[src/common/sd_tx_pkg.sv]
// ##########################################################
// Shared definitions for the SD SPI transmit path
// Frame lengths, CRC widths, start token, counter width
// Enums for sender state and frame kind
// ##########################################################

`default_nettype none

package sd_tx_pkg;

  // Command frame layout
  localparam int CMD_CRC_START = 40;
  localparam int CRC7_BITS     = 7;
  localparam int CMD_BITS      = CMD_CRC_START + CRC7_BITS + 1;
  // Bits left in a command frame once the CRC7 begins (CRC7 plus end bit)
  localparam int CMD_TAIL_BITS = CRC7_BITS + 1;

  // Data block frame layout
  localparam int TOKEN_BITS      = 8;
  localparam int DATA_BITS       = 4096;
  localparam int CRC16_BITS      = 16;
  localparam int DATA_FRAME_BITS = TOKEN_BITS + DATA_BITS + CRC16_BITS;
  // Counter value on the first data bit after the token
  localparam int DATA_CRC_START  = DATA_FRAME_BITS - TOKEN_BITS;

  localparam logic [TOKEN_BITS-1:0] START_TOKEN = 8'hFE;

  // Frame shift register holds token and data
  localparam int SREG_W = TOKEN_BITS + DATA_BITS;
  localparam int CNT_W  = 13;

  typedef enum logic {KIND_CMD, KIND_DATA} frame_kind_t;
  typedef enum logic {ST_IDLE, ST_SEND} sender_state_t;

endpackage

`default_nettype wire

[src/sd_sender/crc7_gen.sv]
// ##########################################################
// CRC7 generator, polynomial x^7 + x^3 + 1
// Serial LFSR with remainder shift-out
// ##########################################################

`timescale 1ns/1ps
`default_nettype none

module crc7_gen
  import sd_tx_pkg::*;
(
  input  logic clock,
  input  logic reset,
  input  logic clear,
  input  logic feed,
  input  logic shift,
  input  logic payload_bit,
  output logic crc_bit
);

  logic [CRC7_BITS-1:0] crc;
  logic                 fb;

  assign fb      = crc[CRC7_BITS-1] ^ payload_bit;
  assign crc_bit = crc[CRC7_BITS-1];

  always_ff @(posedge clock or posedge reset) begin
    if (reset) begin
      crc <= '0;
    end else if (clear) begin
      crc <= '0;
    end else if (feed) begin
      // Taps at x^3 and x^0
      crc <= {crc[5:3], crc[2] ^ fb, crc[1:0], fb};
    end else if (shift) begin
      crc <= {crc[CRC7_BITS-2:0], 1'b0};
    end
  end

endmodule

`default_nettype wire

[config.mk]
export PLATFORM = sky130hd
export DESIGN_NAME = crc7_gen
export DESIGN_NICKNAME = d
export VERILOG_FILES = /design/src/common/sd_tx_pkg.sv /design/src/sd_sender/crc7_gen.sv
export SDC_FILE = /design/constraint.sdc
export NUM_CORES = 1
export LEC_CHECK = 0
export ABC_AREA = 1
export BUFFER_PORTS_ARGS = -buffer_cell sky130_fd_sc_hd__buf_2
export CORE_MARGIN = 2
export CORE_UTILIZATION = 23
export CTS_CLUSTER_DIAMETER = 200
export DETAILED_ROUTE_END_ITERATION = 12
export SYNTH_ARGS = -nofsm -noshare
export SYNTH_HDL_FRONTEND = slang
export SYNTH_SLANG_ARGS = --single-unit
[constraint.sdc]
create_clock -name clock -period 2.05 [get_ports clock]
set_input_delay 0.41 -clock clock [delete_from_list [all_inputs] [get_ports clock]]
set_output_delay 0.41 -clock clock [all_outputs]
set_load 0.005 [all_outputs]
* Yosys cells after proc, flatten, opt, wreduce, memory -nomap -nowiden
Index checks and enable logic that the tools add are counted.
** Storage, ports and cells
- Input port bits :: 6
- Logic and storage cells :: 7
- Output and inout bits :: 1
- Flip-flop bits (word level) :: 7
** Operators by class
- Bitwise gates (word level) :: 2
- Reductions and logical operators :: 1
- Mux-type cells :: 3
** Operators with widths (number)
- $mux 7 :: 3
- $reduce_bool 3->1 :: 1
- $xor 1x1->1 :: 2

* Depth between registers and ports, before layout
- Depth after elaboration :: 4
- Mapped depth :: 6
- Mapped depth without buffers :: 6

* Worst setup path before layout
Ideal clock, no wire load.
- Kind :: input to register
- Start :: in shift
- End :: reg crc[0]
- Required time :: 1.968 ns
- Buffers on the path :: 0
- Setup time :: 0.082 ns
- Arrival time :: 0.794 ns
- Setup slack :: 1.174 ns
- Stages on the path :: 3
- Cell sequence :: inv_1 nand3_2 o22ai_1
** Between the ends
- Longest elaborated chain between the ends :: 1
** RTL lines
- from (decl) :: RTL line crc7_gen.sv:16 : input logic shift,
- $reduce_bool 3->1 (no source line)
- to (signal assigned) :: RTL line crc7_gen.sv:34 : crc <= {crc[5:3], crc[2] ^ fb, crc[1:0], fb};
- to (signal assigned) :: RTL line crc7_gen.sv:36 : crc <= {crc[CRC7_BITS-2:0], 1'b0};
- to (decl) :: RTL line crc7_gen.sv:21 : logic [CRC7_BITS-1:0] crc;
Every way passes these cells.
A chain may end at the register's enable or synchronous reset.

* Worst setup path after layout
- Start :: reg crc[6]
- End :: out crc_bit
** RTL lines
- to (decl) :: RTL line crc7_gen.sv:18 : output logic crc_bit
No word-level cell between the ends.

==> metrics.txt <==
initial antenna violation count=0; Die H=41.5 um; Initial Util=between 20% and 30%; placed cells=57; Die Area=roughly 1700 um2; RSZ-0062 raised after global routing=no; Clock Sinks=7; outcome=complete, no violations; 1st-pass router iterations=4; critical path's largest stage delay=~380 ps; Pleak=0.000203 uW; largest area contributor in the netlist=dfrtp_1; Worst Path Max Fanout=3; Post-Syn Area=324 um2; H-Tree Depth=1; core area=between 1000 and 1500 um2; Worst-path clk slew=50 ps; top-area cell type share of the netlist area=54.1%; filler instances=155; CP top delay family=flip-flops; reported net switching power=67.0 uW; Crit-path slowest cell=dfrtp_1; final hold viol count=0; clock network fraction of design power=around two fifths; top post-synthesis cells by area=dfrtp_1, inv_1, o22ai_1; first-pass GRT wire length=972 um; Worst-Margin Slew=roughly 260 ps; Sw Share=22.8%; PostCTS Resize Cnt=0; Synth cell types=10; Slew HR=between 80 and 90%; hold_buf cts=0; combinational share of power=roughly a tenth; all-layer global routing usage=under 10%; sequential fraction of the synthesis area=between 50% and 60%; vias in the first global route=about 270; multi-input logic area=between 100 and 150 um2; critical path data arrival time=750 ps; GRT overflow=0; synth cell count leaders=inv_1, dfrtp_1, nand2_1, o22ai_1; internal power=227 uW; die width=41.5 um; CP bufs+invs=1; ys flop type=dfrtp_1; flip-flop and latch area=approximately 180 um2; Tmin final=1160 ps; skew final=4.96 ps; maxcap violations=0; Slew Limit Fails=0; Cells after Synth=36; Warnings, synthesis=0; antenna-violating nets left=0; Min-Delay Path Class=input pin to async pin; total negative slack=0 ps; final net count=53; endpoints failing setup=0; # DRC=0; CTS tree=done; Post-DP HPWL=428 um; WS Path Type=flop to primary output; most frequent cell after synthesis=inv_1; Highest Clock Rate=0.861 GHz; initial DRC count=4; Post-synth ARST share=100%; Root Driver=clkbuf_4; post-synthesis register bit count=7; Critical Path Sink Type=primary output; Peak VDD IR=0.318 mV; DRT Wirelength=537 um; period utilisation layout=56.7%; TritonCTS buffer count=3; setup repair bufs after CTS=0; Flop pwr share=49.0%; # diodes=0; count of non-filler cells in the finished layout=61; Worst Hold Slack=roughly 76 ps; max FFs per register=7; wire per inst=~8.8 um; Post-Syn Area per Cell=9.00 um2; Most flops, register=crc; Post-synth EDFFs=0; largest net degree at the start of global routing=8; Clock Latency Late Sink=between 200 and 300 ps; Largest regs=crc: 7 flops; Port Buf Inserts=6; # IOs=7; Startpoint Class=flop; fraction of layout cells with a size suffix above 1=28.3%; P per Cell Area=736 nW/um2; GP Congestion=0.704; Synth Net Count=42; Critical Path RT=1640 ps; clock buffer depth=2; area delta synth->final=23.2%; row cnt=13; crit path cell chain=buf_2; vias post-DR=254; Via-to-Cell Ratio=4.16
## power groups by stage
stage	Sequential, uW	Combinational, uW	Clock [uW]
CTS	144	28.4	128
global placement	146	27.9	0
finish	144	27.8	122
floorplan	146	18.2	0
global route	144	31.8	136
detailed placement	146	28.2	0
## worst paths after layout
path | from | end | slack (ps) | depth (start not counted)
hold reg to reg | crc[3] | crc[4] | 500 | 2
min in group clock | clear | crc[0] | 430 | 2
setup reg to reg | crc[6] | crc[3] | 1150 | 6
max in group asynchronous | reset | crc[6] | 1760 | 2
hold / removal | reset | crc[2] | 80 | 2
setup / recovery | crc[6] | crc_bit | 890 | 1
## layer usage
layer / wire (um) / GRT usage [%] / part of all wire, % / up-vias
met3: 17 / 1.30 / 3.2 / 0
li1: - / - / - / 136
met2: 249 / 10.6 / 46 / 4
met1: 270 / 9.16 / 50 / 114
met5: 0 / 0 / 0 / -
met4: 0 / 7.74 / 0 / 0
## cells by family after synthesis
| family | synth area share (%) |
|---|---|
| and+or+nand+nor | 15.8 |
| DFF | 54.1 |
| AOI/OAI and AO/OA | 16.2 |
| buffers and inverters | 13.9 |
## metrics by stage
stage / setup WS, ps / utilization, % / total power (uW) / instance area [um2]
3_3_place_gp: 984 / 28.7 / 174 / 373
6_report: 888 / 30.7 / 294 / 399
3_5_place_dp: 971 / 28.7 / 175 / 373
4_1_cts: 870 / 30.7 / 301 / 399
2_1_floorplan: 1170 / - / 164 / 324
5_1_grt: 847 / 30.7 / 312 / 399
## cell type report
cell class / instances / share of cell area, %
clock buffer: 4 / 6.58
inverter: 12 / 11.3
multi-input combinational: 17 / 26.0
tap: 15 / 4.70
timing repair buffer: 6 / 7.52
sequential: 7 / 43.9
## layout by cell type (no fill, tap or decap)
cell / n
o21ai_0: 1
dfrtp_1: 7
nand2_1: 5
clkbuf_4: 3
inv_2: 2
nand3_1: 2
nand4_1: 2
buf_2: 6
nand3_2: 1
clkbuf_1: 1
inv_1: 10
o22ai_1: 5
a21oi_4: 1
Note: power is estimated with default switching activity, not from simulation.
