**config.mk**
```make
export PLATFORM = sky130hd
export DESIGN_NAME = crc16_gen
export DESIGN_NICKNAME = d
export VERILOG_FILES = /design/src/common/sd_tx_pkg.sv /design/src/sd_sender/crc16_gen.sv
export SDC_FILE = /design/constraint.sdc
export NUM_CORES = 1
export LEC_CHECK = 0
export ABC_AREA = 1
export ABC_CLOCK_PERIOD_IN_PS = 1700
export BUFFER_PORTS_ARGS = -buffer_cell sky130_fd_sc_hd__buf_4
export CELL_PAD_IN_SITES_DETAIL_PLACEMENT = 2
export CELL_PAD_IN_SITES_GLOBAL_PLACEMENT = 2
export CORE_UTILIZATION = 38
export DETAILED_ROUTE_END_ITERATION = 8
export PLACE_DENSITY_LB_ADDON = 0.1
export SLEW_MARGIN = 20
export SYNTH_ARGS = -nofsm -noshare
export SYNTH_HDL_FRONTEND = slang
export SYNTH_SLANG_ARGS = --single-unit
```
**constraint.sdc**
```tcl
create_clock -name clock -period 1.7 [get_ports clock]
set_input_delay 0.17 -clock clock [delete_from_list [all_inputs] [get_ports clock]]
set_output_delay 0.17 -clock clock [all_outputs]
set_load 0.02 [all_outputs]
```
**src/common/sd_tx_pkg.sv**
```systemverilog
// ##########################################################
// Shared definitions for the SD SPI transmit path
// Frame lengths, CRC widths, start token, counter width
// Enums for sender state and frame kind
// ##########################################################

`default_nettype none

package sd_tx_pkg;

  // Command frame layout
  localparam int CMD_CRC_START = 40;
  localparam int CRC7_BITS     = 7;
  localparam int CMD_BITS      = CMD_CRC_START + CRC7_BITS + 1;
  // Bits left in a command frame once the CRC7 begins (CRC7 plus end bit)
  localparam int CMD_TAIL_BITS = CRC7_BITS + 1;

  // Data block frame layout
  localparam int TOKEN_BITS      = 8;
  localparam int DATA_BITS       = 4096;
  localparam int CRC16_BITS      = 16;
  localparam int DATA_FRAME_BITS = TOKEN_BITS + DATA_BITS + CRC16_BITS;
  // Counter value on the first data bit after the token
  localparam int DATA_CRC_START  = DATA_FRAME_BITS - TOKEN_BITS;

  localparam logic [TOKEN_BITS-1:0] START_TOKEN = 8'hFE;

  // Frame shift register holds token and data
  localparam int SREG_W = TOKEN_BITS + DATA_BITS;
  localparam int CNT_W  = 13;

  typedef enum logic {KIND_CMD, KIND_DATA} frame_kind_t;
  typedef enum logic {ST_IDLE, ST_SEND} sender_state_t;

endpackage

`default_nettype wire

```
**src/sd_sender/crc16_gen.sv**
```systemverilog
// ##########################################################
// CRC16 CCITT generator, polynomial x^16 + x^12 + x^5 + 1
// Serial LFSR over the data bits, zero initial value,
// remainder shifted out MSB first
// ##########################################################

`timescale 1ns/1ps
`default_nettype none

module crc16_gen
  import sd_tx_pkg::*;
(
  input  logic clock,
  input  logic reset,
  input  logic clear,
  input  logic feed,
  input  logic shift,
  input  logic payload_bit,
  output logic crc_bit
);

  logic [CRC16_BITS-1:0] crc;
  logic                  fb;

  assign fb      = crc[CRC16_BITS-1] ^ payload_bit;
  assign crc_bit = crc[CRC16_BITS-1];

  always_ff @(posedge clock or posedge reset) begin
    if (reset) begin
      crc <= '0;
    end else if (clear) begin
      crc <= '0;
    end else if (feed) begin
      // Feedback into bits 12, 5 and 0
      crc <= {crc[14:12],
              crc[11] ^ fb,
              crc[10:5],
              crc[4] ^ fb,
              crc[3:0],
              fb};
    end else if (shift) begin
      crc <= {crc[CRC16_BITS-2:0], 1'b0};
    end
  end

endmodule

`default_nettype wire

```
== After elaboration in Yosys (flattened, before gate mapping) ==
Index checks and enable logic that the tools add are counted.

* Multiplexer cells: 3
* Bitwise operators: 3
* Reduce and logical (&&, ||, !) cells: 1

{| class="wikitable"
|+ Operator list
! cell !! count
|-
| 16-bit 2-to-1 mux || 3
|-
| 3-bit nonzero test || 1
|-
| 1-bit XOR || 3
|}

* Bits in registers: 16
* Bits of input ports: 6
* Output and inout bits: 1
* Logic and storage cells: 8

== Depth between registers and ports, before layout ==
* Depth in word-level cells: 4
* Mapped depth: 6
* Mapped depth without buffers: 6

== Worst setup path before layout ==
No wires, ideal clock.

* Path type: register to register
* Start: register crc[15]
* End: register crc[12]
* Library setup time: 117 ps
* Arrival: 857 ps
* Setup slack: 726 ps
* Cell stages (with the launch flop): 7
* Period minus slack after synthesis: 974 ps
* Path through: dfrtp_1 -> inv_1 -> nand2_1 -> nand3_1 -> nand2_1 -> nand3_1 -> nand2_1

* Word-level cells in the longest chain between the ends: 4

{| class="wikitable"
|+ RTL lines
! item !! line !! source
|-
| start: declaration || crc16_gen.sv:22 || <nowiki>logic [CRC16_BITS-1:0] crc;</nowiki>
|-
| start signal: assignment || crc16_gen.sv:35 || <nowiki>crc <= {crc[14:12],</nowiki>
|-
| start signal: assignment || crc16_gen.sv:42 || <nowiki>crc <= {crc[CRC16_BITS-2:0], 1'b0};</nowiki>
|-
| 1-bit XOR || crc16_gen.sv:25 || <nowiki>assign fb = crc[CRC16_BITS-1] ^ payload_bit;</nowiki>
|-
| 1-bit XOR || crc16_gen.sv:36 || <nowiki>crc[11] ^ fb,</nowiki>
|-
| 16-bit 2-to-1 mux || crc16_gen.sv:33 || <nowiki>end else if (feed) begin</nowiki>
|-
| 16-bit 2-to-1 mux || crc16_gen.sv:31 || <nowiki>end else if (clear) begin</nowiki>
|}

No other way between the ends.
A chain may end at the register's enable or synchronous reset.

== Worst setup path after layout ==
* Start: register crc[15]
* End: register crc[5]

* Word-level cells in the longest chain between the ends: 4

{| class="wikitable"
|+ RTL lines
! item !! line !! source
|-
| 1-bit XOR || crc16_gen.sv:25 ||
|-
| 1-bit XOR || crc16_gen.sv:38 || <nowiki>crc[4] ^ fb,</nowiki>
|-
| 16-bit 2-to-1 mux || crc16_gen.sv:33 ||
|-
| 16-bit 2-to-1 mux || crc16_gen.sv:31 ||
|}

No other way between the ends.

==> run summary <==
status: complete, no violations
hold-fix buffers at CTS: 1
metal3 WL: 17 um
ranking of synthesized cells by area: dfrtp_1 54%, o22ai_2 17%, inv_1 9.6%
M1 WL: 620 um
n_diodes: 0
crit-path cells: inv_1 > nand2_1 > nand3_1 > nand2_1 > nand3_1 > nand2_1
VDD IR max: 0.3446 mV
core area: 1783 um^2
Post-DP HPWL: 1063 um
synth warn: 0
crit-path max cell delay: 0.40 ns
kind of critical path: reg2reg
max FFs per register: 16
delay-heaviest family, CP: simple AND/OR/NAND/NOR gates
row count: 15
Worst-path clk slew: 0.09 ns
antenna violations before repair: 0
clock tree from TritonCTS: yes
port buffer count: 6
vias post-DR: 502
Worst-Margin Slew: 0.6157 ns
Data arrival, critical path: 1.23 ns
vias in the first global route: 536
Final Slew Violations: 0
drt drc: 0
die footprint: 2130 um^2
final setup margin: 0.6420 ns
vias per inst: 4.874
WL met2: 759 um
first-pass GRT wire length: 2339 um
fmax: 945.2 MHz
top sig layer: met4
CP Depth: 6
biggest regs: crc x16
Syn Area/Cell: 10.58 um^2
largest net degree at the start of global routing: 17
deepest clock path buffer count: 2
gpl congestion: 0.7105
I/O Pins: 7
WL/cell: 13.75 um
Worst Hold Depth: 2
pre-CTS worst setup slack: 0.5643 ns
PD cells: 789.3 nW/um^2
Reg with most FFs: crc
number of synthesized flops with an enable pin: 0
post-synth top area share: 54.05%
Post-Syn Instances: 70
Async SR Flop Fraction: 100.0%
crit start category: flip-flop
period utilization: 62.23%
top cell type by total area after synthesis: dfrtp_1
Layout area overhead: 11.66%
# Post-CTS Setup Buffers: 0
final setup vio count: 0
Unique masters post-synth: 12
First DRT Iteration DRCs: 0
final setup TNS: 0 ns
number of max-cap violations: 0
min Tclk post-route: 1.058 ns
most common library cells after synthesis: 19 x inv_1, 16 x dfrtp_1, 10 x nand2_1, 10 x o22ai_2, 3 x nand3_1
buffers and inverters on the worst path: 1
RSZ-0062 raised after global routing: no
Resize count post-CTS: 0
element type at the critical path end: flip-flop
Req. time, crit path: 1.88 ns
Worst slew margin: 58.91%
Sinks on Clock Net: 16
TritonCTS Buffers: 3
gr usage total: 16.72%
Crit-path slowest cell: dfrtp_1
Synth Cell Area: 740.7 um^2
CP most frequent cell: nand2_1
Synth Register Bits: 16
r2r worst-path depth: 6
Initial Utilization: 41.54%
Chip Width: 46.15 um
Clk Latency, worst-skew pair: 0.28 ns
Detailed Routing Iterations Pass 1: 1
Die Span Y: 46.15 um
GR Overflow Total: 0
DRT Wirelength: 1416 um
share of cells above drive strength 1: 29.49%
hold crit path type: in2reg
Worst Path Max Fanout: 3
root buffer cell: clkbuf_4
count leader, synth: inv_1
Fin Hold WS: 0.1163 ns
final hold violations: 0
main flop type after synthesis: dfrtp_1
post-route ant nets: 0
Clock Skew: 0.002474 ns
Post-Syn Nets: 76
CTS H-tree lvls: 1
leak pwr: 0.3754 nW
total power draw: 0.0006528 W
register area share after synthesis: 54.05%
NumNets Final: 86
metrics by stage:
stage | cells | utilization [%] | instance area [um^2]
finish | 103 | 46.39 | 827.0
CTS | 103 | 46.39 | 827.0
floorplan | 70 | - | 740.7
detailed placement | 99 | 44.56 | 794.5
global route | 103 | 46.39 | 827.0
global placement | 99 | 44.56 | 794.5
logic make-up after synthesis:
group                  share of synthesized area, %
flip-flops                                    54.05
AO/OA/AOI/OAI                                 22.13
buffers and inverters                         13.68
AND/OR/NAND/NOR                               10.13
final timing paths:
| kind | start | endpoint | slack, ns |
|---|---|---|---|
| worst max-delay path | crc[15]$_DFFE_PP0P_ | crc[5]$_DFFE_PP0P_ | 0.64 |
| worst min-delay path | clear | crc[0]$_DFFE_PP0P_ | 0.12 |
| worst max register to register | crc[15]$_DFFE_PP0P_ | crc[5]$_DFFE_PP0P_ | 0.64 |
| worst min register to register | crc[5]$_DFFE_PP0P_ | crc[5]$_DFFE_PP0P_ | 0.50 |
| max in group asynchronous | reset | crc[8]$_DFFE_PP0P_ | 0.78 |
| min in group asynchronous | reset | crc[14]$_DFFE_PP0P_ | 0.52 |
final cells by class:
cell class / instances / area [um^2]
flip-flops and latches: 16 / 400.4
repair buffers: 7 / 55.05
clock buffers: 3 / 22.52
inverters: 21 / 78.83
fillers: 191 / 955.9
multi-input cells: 31 / 239.0
well taps: 25 / 31.28
power by group:
group / total, W / switching [W] / internal [W]
sequential: 0.000391 / 0.00000289 / 0.000388
combinational: 0.0000642 / 0.0000420 / 0.0000223
clock: 0.000198 / 0.000115 / 0.0000821
layer usage:
| metal | GRT usage (%) | vias up |
|---|---|---|
| li1 | - | 243 |
| met1 | 19.22 | 254 |
| met2 | 28.73 | 3 |
| met3 | 2.353 | 2 |
| met4 | 10.59 | 0 |
| met5 | 0 | - |
layout by cell type (no fill, tap or decap), drive strengths merged:
cell type,count
dfrtp,16
nand3,4
nand2,10
nand4,2
inv,21
o22ai,12
o21ai,2
a21oi,1
clkbuf,3
buf,6
dlygate4sd3,1
worst reg2reg max path: stages (launching register included):
cell     delay, ns
dfrtp_1       0.40
inv_1         0.09
nand2_1       0.10
nand3_1       0.14
nand2_1       0.07
nand3_1       0.10
nand2_1       0.06
No activity file was read; power rests on OpenSTA's default activity.
